<file path="config.mk">
export PLATFORM = sky130hd
export DESIGN_NAME = requestArbiter
export DESIGN_NICKNAME = d
export VERILOG_FILES = /design/src/cpuTypesPkg.sv /design/src/requestArbiter.sv
export VERILOG_INCLUDE_DIRS = /design/src
export SDC_FILE = /design/constraint.sdc
export NUM_CORES = 1
export LEC_CHECK = 0
export ABC_AREA = 1
export ABC_CLOCK_PERIOD_IN_PS = 2590
export BUFFER_PORTS_ARGS = -buffer_cell sky130_fd_sc_hd__buf_2
export CAP_MARGIN = 20
export CORE_AREA = 2 2 39 41
export CTS_CLUSTER_SIZE = 40
export DETAILED_ROUTE_END_ITERATION = 16
export DIE_AREA = 0 0 41 43
export GPL_ROUTABILITY_DRIVEN = 0
export PLACE_DENSITY = 0.48
export SYNTH_ARGS = -nofsm -noshare
export SYNTH_HDL_FRONTEND = slang
export SYNTH_SLANG_ARGS = --single-unit
</file>
<file path="constraint.sdc">
create_clock -name CLK -period 2.59 [get_ports CLK]
set_input_delay 0.1295 -clock CLK [delete_from_list [all_inputs] [get_ports CLK]]
set_output_delay 0.1295 -clock CLK [all_outputs]
set_load 0.005 [all_outputs]
</file>
<file path="src/memControl_config.svh">
// Build constants for the two-cache memory controller.
// Include wherever a word width, RAM size, RAM latency or cache count is needed.
// The package pulls this in for the word type.
`ifndef MEMCONTROL_CONFIG_SVH
`define MEMCONTROL_CONFIG_SVH

// data and address width
`define WORD_W 32

// RAM depth in words
`define RAM_WORDS 256

// cycles a request is held before the access cycle
`define RAM_LATENCY 2

// snoop pairing only works for two
`define NCACHE 2

`endif

</file>
<file path="src/cpuTypesPkg.sv">
// Types shared by the arbiter, the coherence controller and the RAM model.
// Refer to them by scoped name, e.g. cpuTypesPkg::word_t.
`default_nettype none
`include "memControl_config.svh"

package cpuTypesPkg;

	typedef logic [`WORD_W-1:0] word_t;

	typedef enum logic [1:0] {
		ramFree,   // no request
		ramBusy,   // counting latency
		ramAccess  // word done this cycle
	} ramState_t;

	typedef enum logic [1:0] {
		reqNone,
		reqIFetch,
		reqDRead,
		reqDWrite
	} reqKind_t;

	typedef enum logic [2:0] {
		idle,
		snoop,
		iMemRead,
		dWrite1,
		dWrite2,
		dRead1,
		dRead2
	} ccState_t;

endpackage

`default_nettype wire

</file>
<file path="src/requestArbiter.sv">
// Picks which cache and which kind of request goes to the coherence FSM next.
// Write-backs beat data reads, data reads beat fetches; ties go to the cache
// that was not served last. The grant is held until xferDone.
`timescale 1ns/10ps
`default_nettype none
`include "memControl_config.svh"

module requestArbiter (
	input  logic                  CLK,
	input  logic                  nRST,
	input  logic [`NCACHE-1:0]    iREN,
	input  logic [`NCACHE-1:0]    dREN,
	input  logic [`NCACHE-1:0]    dWEN,
	input  logic                  xferDone,
	output logic                  grantCache,
	output cpuTypesPkg::reqKind_t grantKind
);

	logic                  lastServed;
	logic                  pickCache;
	cpuTypesPkg::reqKind_t pickKind;

	// both asking: the one not served last, else whoever asks
	function automatic logic rotate(input logic [`NCACHE-1:0] reqs, input logic last);
		if (&reqs)
			return ~last;
		return reqs[1];
	endfunction

	always_comb
	begin
		pickCache = ~lastServed;
		pickKind = cpuTypesPkg::reqNone;
		if (|dWEN)
		begin
			pickKind = cpuTypesPkg::reqDWrite;
			pickCache = rotate(dWEN, lastServed);
		end
		else if (|dREN)
		begin
			pickKind = cpuTypesPkg::reqDRead;
			pickCache = rotate(dREN, lastServed);
		end
		else if (|iREN)
		begin
			pickKind = cpuTypesPkg::reqIFetch;
			pickCache = rotate(iREN, lastServed);
		end
	end

	always_ff @(posedge CLK, negedge nRST)
	begin
		if (!nRST)
		begin
			grantKind <= cpuTypesPkg::reqNone;
			grantCache <= 1'b0;
			lastServed <= 1'b1; // cache 0 wins the first tie
		end
		else if (xferDone)
		begin
			grantKind <= cpuTypesPkg::reqNone;
			lastServed <= grantCache;
		end
		else if (grantKind == cpuTypesPkg::reqNone)
		begin
			grantKind <= pickKind;
			grantCache <= pickCache;
		end
	end

endmodule

`default_nettype wire

</file>
==> results.md <==
* Run status: finished clean
* Hold EP: lastServed$_DFFE_PN1P_
* Tot GR Track Use at 7.056%
* Seq. cell area at just over 100 sq um
* Final hold viol count at 0
* Highest-count cells in the layout ignoring fill and taps: buf_2 (11), inv_1 (6), nand2_1 (6)
* P per Cell Area at 794.9 mW/mm^2
* Clock skew at 4.791 ps
* Synth top area cells: dfrtp_1 (32%), dfstp_2 (11%), a21oi_1 (11%)
* Leakage Power at 0.1791 nW
* Largest net degree at the start of global routing at 6
* CTS resizes at 0
* P_sw at 87.97 uW
* Final nets at 58
* Critical path's slowest cell: dfstp_2
* CTS Buf Count at 3
* Worst min path class: input port to register
* Area grow syn2layout at 48.11%
* Clk slew on worst S/H paths at ~40 ps
* Max cap viols at 0
* Worst min-delay path startpoint: xferDone
* CORE AREA at between 0.001 and 0.0015 sq mm
* Max Clk Rate at 992.8 MHz
* R2R depth at 5
* Worst-path maximum fanout at 4
* Unique masters post-synth at 13
* Min-Delay Path Depth at 2
* Worst-margin pin slew at ~180 ps
* Number of fill cells at roughly 160
* # diodes at 0
* Data required time of the worst path at 2710 ps
* Rows at 14
* Number of global-route vias before repair at 216
* DR pass1 iterations at 1
* DIE HEIGHT at 43 microns
* Critical path arrival at 1120 ps
* Comb power frac at 30.5%
* Leading area contributor after synthesis: dfrtp_1
* Postcts setup bufs at 0
* Sequential fraction of the synthesis area at 43.78%
* TritonCTS clock tree: built
* First-pass GRT wire length at 752 microns
* # IOs at 12
* Final worst-path cycle share at 38.89%
* Fraction of layout cells with a size suffix above 1 at 39.58%
* Clock power share at 30.8%
* Ys Warns at 0
* Post-synthesis cell count at 32
* Setup Viol. Count Final at 0
* CP peak stage delay at between 500 and 600 ps
* Most common cell after layout, fill and taps aside: buf_2
* Largest family of logic cells by synthesized area: compound AO/OA/AOI/OAI gates
* IO buf count at 11
* ANT nets after route at 0
* Clock sink total at 4
* Sequential Power Share at about two fifths
* Cell mode on critical path: nand2_1
* Synth Register Bits at 4
* Buf/Inv on CP at 1
* Max_slew headroom at 88.06%
* Top cell type's share of synthesized area at 32.43%
* WL/cell at 8.000 microns
* Detail Placement HPWL at 445.2 microns
* Mux cell area share after synthesis at 0%
* Post-Syn Area at 231.5 sq um
* Via density at 3.844
* Worst setup EP type: register
* CP Cell Sequence: inv_2 > o21ai_0 > nand2_1 > nand2_1 > a21oi_1
* Grt ovf at 0
* VDD IR max at 203.2 uV
* Initial Util at roughly 17%
* Synth Area in Compound Gates at between 20% and 30%
* CTS max path bufs at 2
* DIE AREA at ~0.0018 sq mm
* 1st-iter DRT viols at 0
* Synth Area in XOR/XNOR at 0%
* Synthesized area per cell at just over 7 sq um
* Fin. max-slew vios at 0
* Reg2Reg Setup Slack at 1580 ps
* Die Wd at 41 microns
* Initial antenna violation count at 0
* Worst reg2reg startpoint: lastServed$_DFFE_PN1P_
* Switching part of the total power at 32.28%
* Net count after synthesis at 41
* Simple-Gate Fraction of Synth Area at 20.54%
* CP Launch Type: register
* CP delay by family, top: flip-flops
* Clock H-tree levels at 1
* Clock latency on the worst-skew pair at 230 ps
* Worst hold margin at approximately 140 ps
* Routed via count at 246
* RSZ-0062 raised after global routing: false
* Adder-cell share of the synthesized area at 0%
* Area of the multi-input gates at 103.9 sq um
* Root buffer cell: clkbuf_4
* Crit path kind: register to register
* Final WL at around 510 microns
* Worst R2R End: grantCache$_DFFE_PN0P_
* DR DRC count at 0
* Min cycle time layout at 1007 ps
* Int Pwr at 184.5 uW
* Setup TNS at 0 ps
-- state kept, by name (all words and copies together) (netlist names) --
signal / count
grantCache: 1
lastServed: 1
grantKind: 2
-- per-stage QoR --
| stage | setup slack, ps | instances | area, sq um | utilization [%] | power [mW] |
|---|---|---|---|---|---|
| final | 1583 | 64 | 342.8 | 24.77 | 0.2725 |
| after global placement | 1598 | 59 | 306.5 | 22.15 | 0.1883 |
| after floorplan | 1638 | 32 | 231.5 | - | 0.1510 |
| after CTS | 1574 | 64 | 342.8 | 24.77 | 0.2791 |
| after detailed placement | 1567 | 59 | 306.5 | 22.15 | 0.1900 |
| after global routing | 1488 | 64 | 342.8 | 24.77 | 0.2957 |
-- Yosys cell counts, drive strengths merged --
| master | n |
|---|---|
| inv | 7 |
| nand2 | 7 |
| a21oi | 6 |
| dfrtp | 3 |
| nor2 | 3 |
| o21ai | 2 |
| o22ai | 2 |
| dfstp | 1 |
| nor3 | 1 |
-- power groups by stage --
stage	combinational [mW]	sequential, mW	clock, mW
2_1_floorplan	0.0440	0.107	0
3_3_place_gp	0.0821	0.106	0
3_5_place_dp	0.0834	0.107	0
4_1_cts	0.0847	0.106	0.0887
5_1_grt	0.0933	0.109	0.0939
6_report	0.0830	0.106	0.0839
-- final cells by class --
cell class	instances	area share (%)
multi-input cells	21	30.29
flip-flops and latches	4	29.56
repair buffers	12	18.98
clock buffers	4	7.664
inverters	7	7.664
well taps	16	5.839
-- worst register-to-register path: cells and delay by family, from the launching register on --
family	cells	cell delay, ps
and+or+nand+nor	2	120
AOI/OAI and AO/OA	2	190
buffers and inverters	1	50
DFF	1	530
-- metal layers --
layer,global-route usage [%],share of wire [%]
met3,3.141,5.7
met4,8.000,0
met5,0,0
met1,5.537,38
met2,10.94,56
-- logic make-up after synthesis --
kind of cell / Yosys count
DFF: 4
and+or+nand+nor: 11
AOI/OAI and AO/OA: 10
buffers and inverters: 7
-- worst max path at each step --
stage                                   endpoint  depth (start not counted)                   start  slack, ps
after floorplan           grantCache$_DFFE_PN0P_                          5  lastServed$_DFFE_PN1P_       1640
after global placement    grantCache$_DFFE_PN0P_                          5  lastServed$_DFFE_PN1P_       1600
after detailed placement  grantCache$_DFFE_PN0P_                          5  lastServed$_DFFE_PN1P_       1570
after CTS                 grantCache$_DFFE_PN0P_                          5  lastServed$_DFFE_PN1P_       1570
after global routing      grantCache$_DFFE_PN0P_                          5  lastServed$_DFFE_PN1P_       1490
final                     grantCache$_DFFE_PN0P_                          5  lastServed$_DFFE_PN1P_       1580
-- repair_timing --
item | in CTS | in global routing
hold endpoints to repair | 4 | 0
hold buffers | 1 | 0
endpoints found under the setup margin | 0 | 0
Power figures use the tool's default switching activity.
