### config.mk
export PLATFORM = sky130hd
export DESIGN_NAME = coherenceControl
export DESIGN_NICKNAME = d
export VERILOG_FILES = /design/src/cpuTypesPkg.sv /design/src/coherenceControl.sv
export VERILOG_INCLUDE_DIRS = /design/src
export SDC_FILE = /design/constraint.sdc
export NUM_CORES = 1
export LEC_CHECK = 0
export BUFFER_PORTS_ARGS = -buffer_cell sky130_fd_sc_hd__buf_2
export CORE_AREA = 2 2 197 199
export CTS_CLUSTER_SIZE = 8
export DETAILED_ROUTE_END_ITERATION = 10
export DIE_AREA = 0 0 199 201
export SLEW_MARGIN = 20
export SYNTH_ARGS = -nofsm -noshare
export SYNTH_HDL_FRONTEND = slang
export SYNTH_SLANG_ARGS = --single-unit
### constraint.sdc
create_clock -name CLK -period 3.19 [get_ports CLK]
set_input_delay 0.1595 -clock CLK [delete_from_list [all_inputs] [get_ports CLK]]
set_output_delay 0.1595 -clock CLK [all_outputs]
set_load 0.05 [all_outputs]
### src/memControl_config.svh
// Build constants for the two-cache memory controller.
// Include wherever a word width, RAM size, RAM latency or cache count is needed.
// The package pulls this in for the word type.
`ifndef MEMCONTROL_CONFIG_SVH
`define MEMCONTROL_CONFIG_SVH

// data and address width
`define WORD_W 32

// RAM depth in words
`define RAM_WORDS 256

// cycles a request is held before the access cycle
`define RAM_LATENCY 2

// snoop pairing only works for two
`define NCACHE 2

`endif

### src/cpuTypesPkg.sv
// Types shared by the arbiter, the coherence controller and the RAM model.
// Refer to them by scoped name, e.g. cpuTypesPkg::word_t.
`default_nettype none
`include "memControl_config.svh"

package cpuTypesPkg;

	typedef logic [`WORD_W-1:0] word_t;

	typedef enum logic [1:0] {
		ramFree,   // no request
		ramBusy,   // counting latency
		ramAccess  // word done this cycle
	} ramState_t;

	typedef enum logic [1:0] {
		reqNone,
		reqIFetch,
		reqDRead,
		reqDWrite
	} reqKind_t;

	typedef enum logic [2:0] {
		idle,
		snoop,
		iMemRead,
		dWrite1,
		dWrite2,
		dRead1,
		dRead2
	} ccState_t;

endpackage

`default_nettype wire

### src/coherenceControl.sv
// Snooping coherence FSM between two caches and one word-wide RAM.
// Takes the arbiter's grant, snoops the other cache on data reads and
// sequences the RAM words, lowering the requester's wait once per word.
// xferDone tells the arbiter the block is finished.
`timescale 1ns/10ps
`default_nettype none
`include "memControl_config.svh"

module coherenceControl (
	input  logic                               CLK,
	input  logic                               nRST,
	input  logic                               grantCache,
	input  cpuTypesPkg::reqKind_t              grantKind,
	input  logic [`NCACHE-1:0]                 dREN,
	input  logic [`NCACHE-1:0]                 dWEN,
	input  logic [`NCACHE-1:0]                 ccwrite,
	input  logic [`NCACHE-1:0]                 cctrans,
	input  cpuTypesPkg::word_t [`NCACHE-1:0]   iaddr,
	input  cpuTypesPkg::word_t [`NCACHE-1:0]   daddr,
	input  cpuTypesPkg::word_t [`NCACHE-1:0]   dstore,
	output logic [`NCACHE-1:0]                 iwait,
	output logic [`NCACHE-1:0]                 dwait,
	output logic [`NCACHE-1:0]                 ccwait,
	output logic [`NCACHE-1:0]                 ccinv,
	output cpuTypesPkg::word_t [`NCACHE-1:0]   iload,
	output cpuTypesPkg::word_t [`NCACHE-1:0]   dload,
	output cpuTypesPkg::word_t [`NCACHE-1:0]   ccsnoopaddr,
	output logic                               ramREN,
	output logic                               ramWEN,
	output cpuTypesPkg::word_t                 ramaddr,
	output cpuTypesPkg::word_t                 ramstore,
	input  cpuTypesPkg::word_t                 ramload,
	input  cpuTypesPkg::ramState_t             ramState,
	output logic                               xferDone
);

	cpuTypesPkg::ccState_t state, nextState;
	logic reqCache;
	logic snoopCache;
	logic ramDone;
	logic dirtyWb;

	assign reqCache = grantCache;
	assign snoopCache = ~grantCache;
	assign ramDone = (ramState == cpuTypesPkg::ramAccess);
	// snooper finished its lookup and is pushing the dirty word
	assign dirtyWb = (state == cpuTypesPkg::snoop) && dWEN[snoopCache] && !cctrans[snoopCache];
	assign xferDone = (state != cpuTypesPkg::idle) && (nextState == cpuTypesPkg::idle);

	always_ff @(posedge CLK, negedge nRST)
	begin
		if (!nRST)
			state <= cpuTypesPkg::idle;
		else
			state <= nextState;
	end

	always_comb
	begin
		nextState = state;
		case (state)
			cpuTypesPkg::idle:
			begin
				case (grantKind)
					cpuTypesPkg::reqDWrite: nextState = cpuTypesPkg::dWrite1;
					cpuTypesPkg::reqDRead:  nextState = cpuTypesPkg::snoop;
					cpuTypesPkg::reqIFetch: nextState = cpuTypesPkg::iMemRead;
					default:                nextState = cpuTypesPkg::idle;
				endcase
			end
			cpuTypesPkg::snoop:
			begin
				if (dirtyWb && ramDone)
					nextState = cpuTypesPkg::idle; // forwarded word ends the transfer
				else if (!cctrans[snoopCache] && !dWEN[snoopCache])
					nextState = cpuTypesPkg::dRead1; // clean, go to RAM
			end
			cpuTypesPkg::iMemRead:
			begin
				if (ramDone)
					nextState = cpuTypesPkg::idle;
			end
			cpuTypesPkg::dWrite1:
			begin
				if (ramDone)
					nextState = dWEN[reqCache] ? cpuTypesPkg::dWrite2 : cpuTypesPkg::idle;
			end
			cpuTypesPkg::dRead1:
			begin
				if (ramDone)
					nextState = dREN[reqCache] ? cpuTypesPkg::dRead2 : cpuTypesPkg::idle;
			end
			cpuTypesPkg::dWrite2, cpuTypesPkg::dRead2:
			begin
				if (ramDone)
					nextState = cpuTypesPkg::idle;
			end
			default: nextState = cpuTypesPkg::idle;
		endcase
	end

	always_comb
	begin
		iwait = '1;
		dwait = '1;
		ccwait = '0;
		ccinv = '0;
		iload = '0;
		dload = '0;
		ccsnoopaddr = '0;
		ramREN = 1'b0;
		ramWEN = 1'b0;
		ramaddr = '0;
		ramstore = '0;
		case (state)
			cpuTypesPkg::snoop:
			begin
				ccwait[snoopCache] = 1'b1;
				ccinv[snoopCache] = ccwrite[reqCache]; // requester wants to write
				ccsnoopaddr[snoopCache] = daddr[reqCache];
				ramWEN = dirtyWb;
				ramaddr = daddr[snoopCache];
				ramstore = dstore[snoopCache];
				dload[reqCache] = dstore[snoopCache]; // cache to cache
				if (dirtyWb && ramDone)
				begin
					dwait[reqCache] = 1'b0;
					dwait[snoopCache] = 1'b0;
				end
			end
			cpuTypesPkg::iMemRead:
			begin
				ramREN = 1'b1;
				ramaddr = iaddr[reqCache];
				iload[reqCache] = ramload;
				iwait[reqCache] = ~ramDone;
			end
			cpuTypesPkg::dWrite1, cpuTypesPkg::dWrite2:
			begin
				ramWEN = 1'b1;
				ramaddr = daddr[reqCache];
				ramstore = dstore[reqCache];
				dwait[reqCache] = ~ramDone;
			end
			cpuTypesPkg::dRead1, cpuTypesPkg::dRead2:
			begin
				ramREN = 1'b1;
				ramaddr = daddr[reqCache];
				dload[reqCache] = ramload;
				dwait[reqCache] = ~ramDone;
			end
			default:
			begin
				ramREN = 1'b0; // idle, everyone waits
			end
		endcase
	end

endmodule

`default_nettype wire

==> impl_metrics.ini <==
[outcome]
status = finished, final reports clean

[critical_path]
crit-reg2reg-launch = state[2]
critPathMaxFanout = 66
cp.depth = 6
critical_path_class = reg -> out
startpoint = state[1]
r2r-end = state[2]
cpMaxStageDelayCell = dfrtp_1
cp_data_required_time_ns = 3.03
path_buf_inv = 2
max_stage_delay_ns = 0.66
cpLargestDelayFamily = flip-flops
critPathCaptureType = output port
critPathLaunchType = flip-flop
cp.arrival_ns = 2.54
r2r_slack_ns = 1.39
setup.worst_path.end = ramaddr[23]
crit_chain = nand2_1 > xnor2_2 > buf_12 > a221oi_1 > o22ai_1 > buf_2
reg2reg_depth = 4

[cells_and_area]
fin_area_um2 = 7298
num-fill-cells = 4315
final_cells = 1519
regArea_um2 = 75.07
layout.nets = 1239
fin_util_pct = 19.15
top_register = state
layout-drive-gt1-share_pct = 57.36
largest_register_ff_count = 3
reg_top3 = state x3
area_growth_pct = 72.01
multi_input_area_um2 = 3730

[route]
vias = 7233
drc_errors = 0
wl_per_cell_um = 16.86
via_per_inst = 4.762
firstDrtPassIters = 7
drtIter0Drc = 555
wl_mm = 25.62
ant_nets = 0

[grt]
grt_pass1_wl_mm = 35.96
grt_pass1_vias = 6202
grt_usage_pct = 11.15
grt_overflow = 0
grt_max_degree = 123
grt_antenna_before_repair = 2

[yosys]
ys_async_sr_fraction_pct = 100.0
syn_inst = 566
synth_edf_count = 0
synthesis.nets = 805
ys_types = 39
syn_area_um2 = 4243
yosys.area.top_type = and3_1
ys_seq_elements = 3
ys_warn_count = 0
synth.top_cell.area_share_pct = 19.17
ys_top_cells_by_count = and3_1 (130), a221oi_1 (92), a22o_1 (64)
avgSynthCellArea_um2 = 7.496
ys_top_cells_by_area = and3_1 (19%), a221oi_1 (19%), a22o_1 (13%)
seq_area_frac_synth_pct = 1.769
synth_most_common_cell = and3_1
synthFlopType = dfrtp_1

[timing]
skew_ns = 0.0006303
fmax_mhz = 370.8
maxSlewHeadroom_pct = 60.21
hold_viol = 0
fin_ws_ns = 0.4929
grt_setup_unrepaired = false
fin_crit_sh_pct = 84.55
setup_violations = 0
tightestPinTransition_ns = 0.5968
timing.setup.tns_ns = 0
post-route-min-period_ns = 2.697
final_max_slew_viol_count = 0

[placement]
place_ws_ns = 0.7717
io_buffers = 505
post_dp_cell_area_um2 = 7204
hpwl_mm = 19.32
placed_cells = 1512
gp_congestion = 0.9012

[clock_tree]
h-tree-depth = 1
cts_tree = done
cts-root-buf = clkbuf_16
numCtsBuffers = 3
cts_sinks = 3
worst_skew_pair.late_latency_ns = 0.22
cts.clk_slew.worst_paths_ns = 0.03
clockBufferDepth = 2

[job]
drv_cap = 0

[power_and_ir_drop]
p_per_area_nw_per_um2 = 1051
p_leak_uw = 0.004186
vdd_drop_max_uv = 1081

[floorplanning]
dieArea_um2 = 40000
die_x_um = 199
start_util_pct = 11.13
std_cell_rows = 72
die_h_um = 201
fp.coreArea_um2 = 38110
io_pins = 506

[hold_path]
hold_class = in -> reg
==> cell type report <==
cell class / instances / share of cell area [%]
multi-input cells: 468 / 51.11
repair buffers: 522 / 37.70
well taps: 518 / 8.881
clock buffers: 4 / 1.080
flip-flops and latches: 3 / 1.029
inverters: 2 / 0.1372
diodes: 2 / 0.06858
==> cell families after synthesis <==
kind of cell,Yosys count,synth area share [%]
XOR/XNOR,2,0.4129
buffers and inverters,95,11.09
flip-flops,3,1.769
AND/OR/NAND/NOR,193,26.42
AO/OA/AOI/OAI,237,51.75
multiplexers,36,8.552
==> what timing repair did <==
action / 4_1_cts / 5_1_grt
setup buffers: 0 / 0
resized for setup: 0 / 0
endpoints found under the hold margin: 3 / 0
hold buffers: 1 / 0
==> through the flow <==
stage                     hold WS [ns]  total power, uW
after global routing            0.2648             8026
after global placement        -0.04047             7383
after detailed placement      -0.04185             7430
after floorplan                -0.1361             5867
final                           0.2344             7668
after CTS                       0.2311             7646
==> metal layers <==
metal | vias to the layer above | routed length (um) | GRT usage, % | part of all wire, %
met2 | 446 | 12490 | 19.06 | 49
met3 | 37 | 2002 | 1.042 | 7.8
met5 | - | 0 | 0 | 0
met1 | 3484 | 10340 | 14.48 | 40
met4 | 0 | 779 | 3.998 | 3.0
li1 | 3266 | - | - | -
==> cells in the final DEF (no fill, tap or decap), types with 2 or more instances in the layout <==
master	instances
nor2_1	34
o21ai_0	5
buf_4	9
nor2_4	2
and2_0	2
nor2_2	3
mux2_2	2
nand2b_1	2
a221oi_1	92
a22o_1	64
clkbuf_16	3
nand2_1	4
o22ai_1	32
diode_2	2
buf_12	7
buf_2	504
mux2i_1	34
and3_1	130
dfrtp_1	3
nand3_1	5
a221oi_2	36
nor2b_1	4
==> worst reg2reg max path, delay by kind of cell, from the launching register on <==
family | cells | cell delay [ns]
AO/OA/AOI/OAI | 2 | 0.35
buffers and inverters | 1 | 0.39
flip-flops | 1 | 0.57
AND/OR/NAND/NOR | 1 | 0.36
==> report_power, final <==
part | internal, uW | switching, uW | total [uW]
combinational | 1830 | 5510 | 7340
clock | 165 | 35.6 | 201
sequential | 55.0 | 70.1 | 125
total | 2050 | 5620 | 7670
==> worst min-delay path by stage <==
stage,endpoint,depth (start not counted),slack (ns),from
CTS,state[0],3,0.23,grantKind[1]
global route,state[0],3,0.26,grantKind[1]
global placement,state[0],1,-0.04,nRST
detailed placement,state[0],1,-0.04,nRST
floorplan,state[0],0,-0.14,nRST
finish,state[0],3,0.23,grantKind[1]
(Power assumes the default switching activity.)
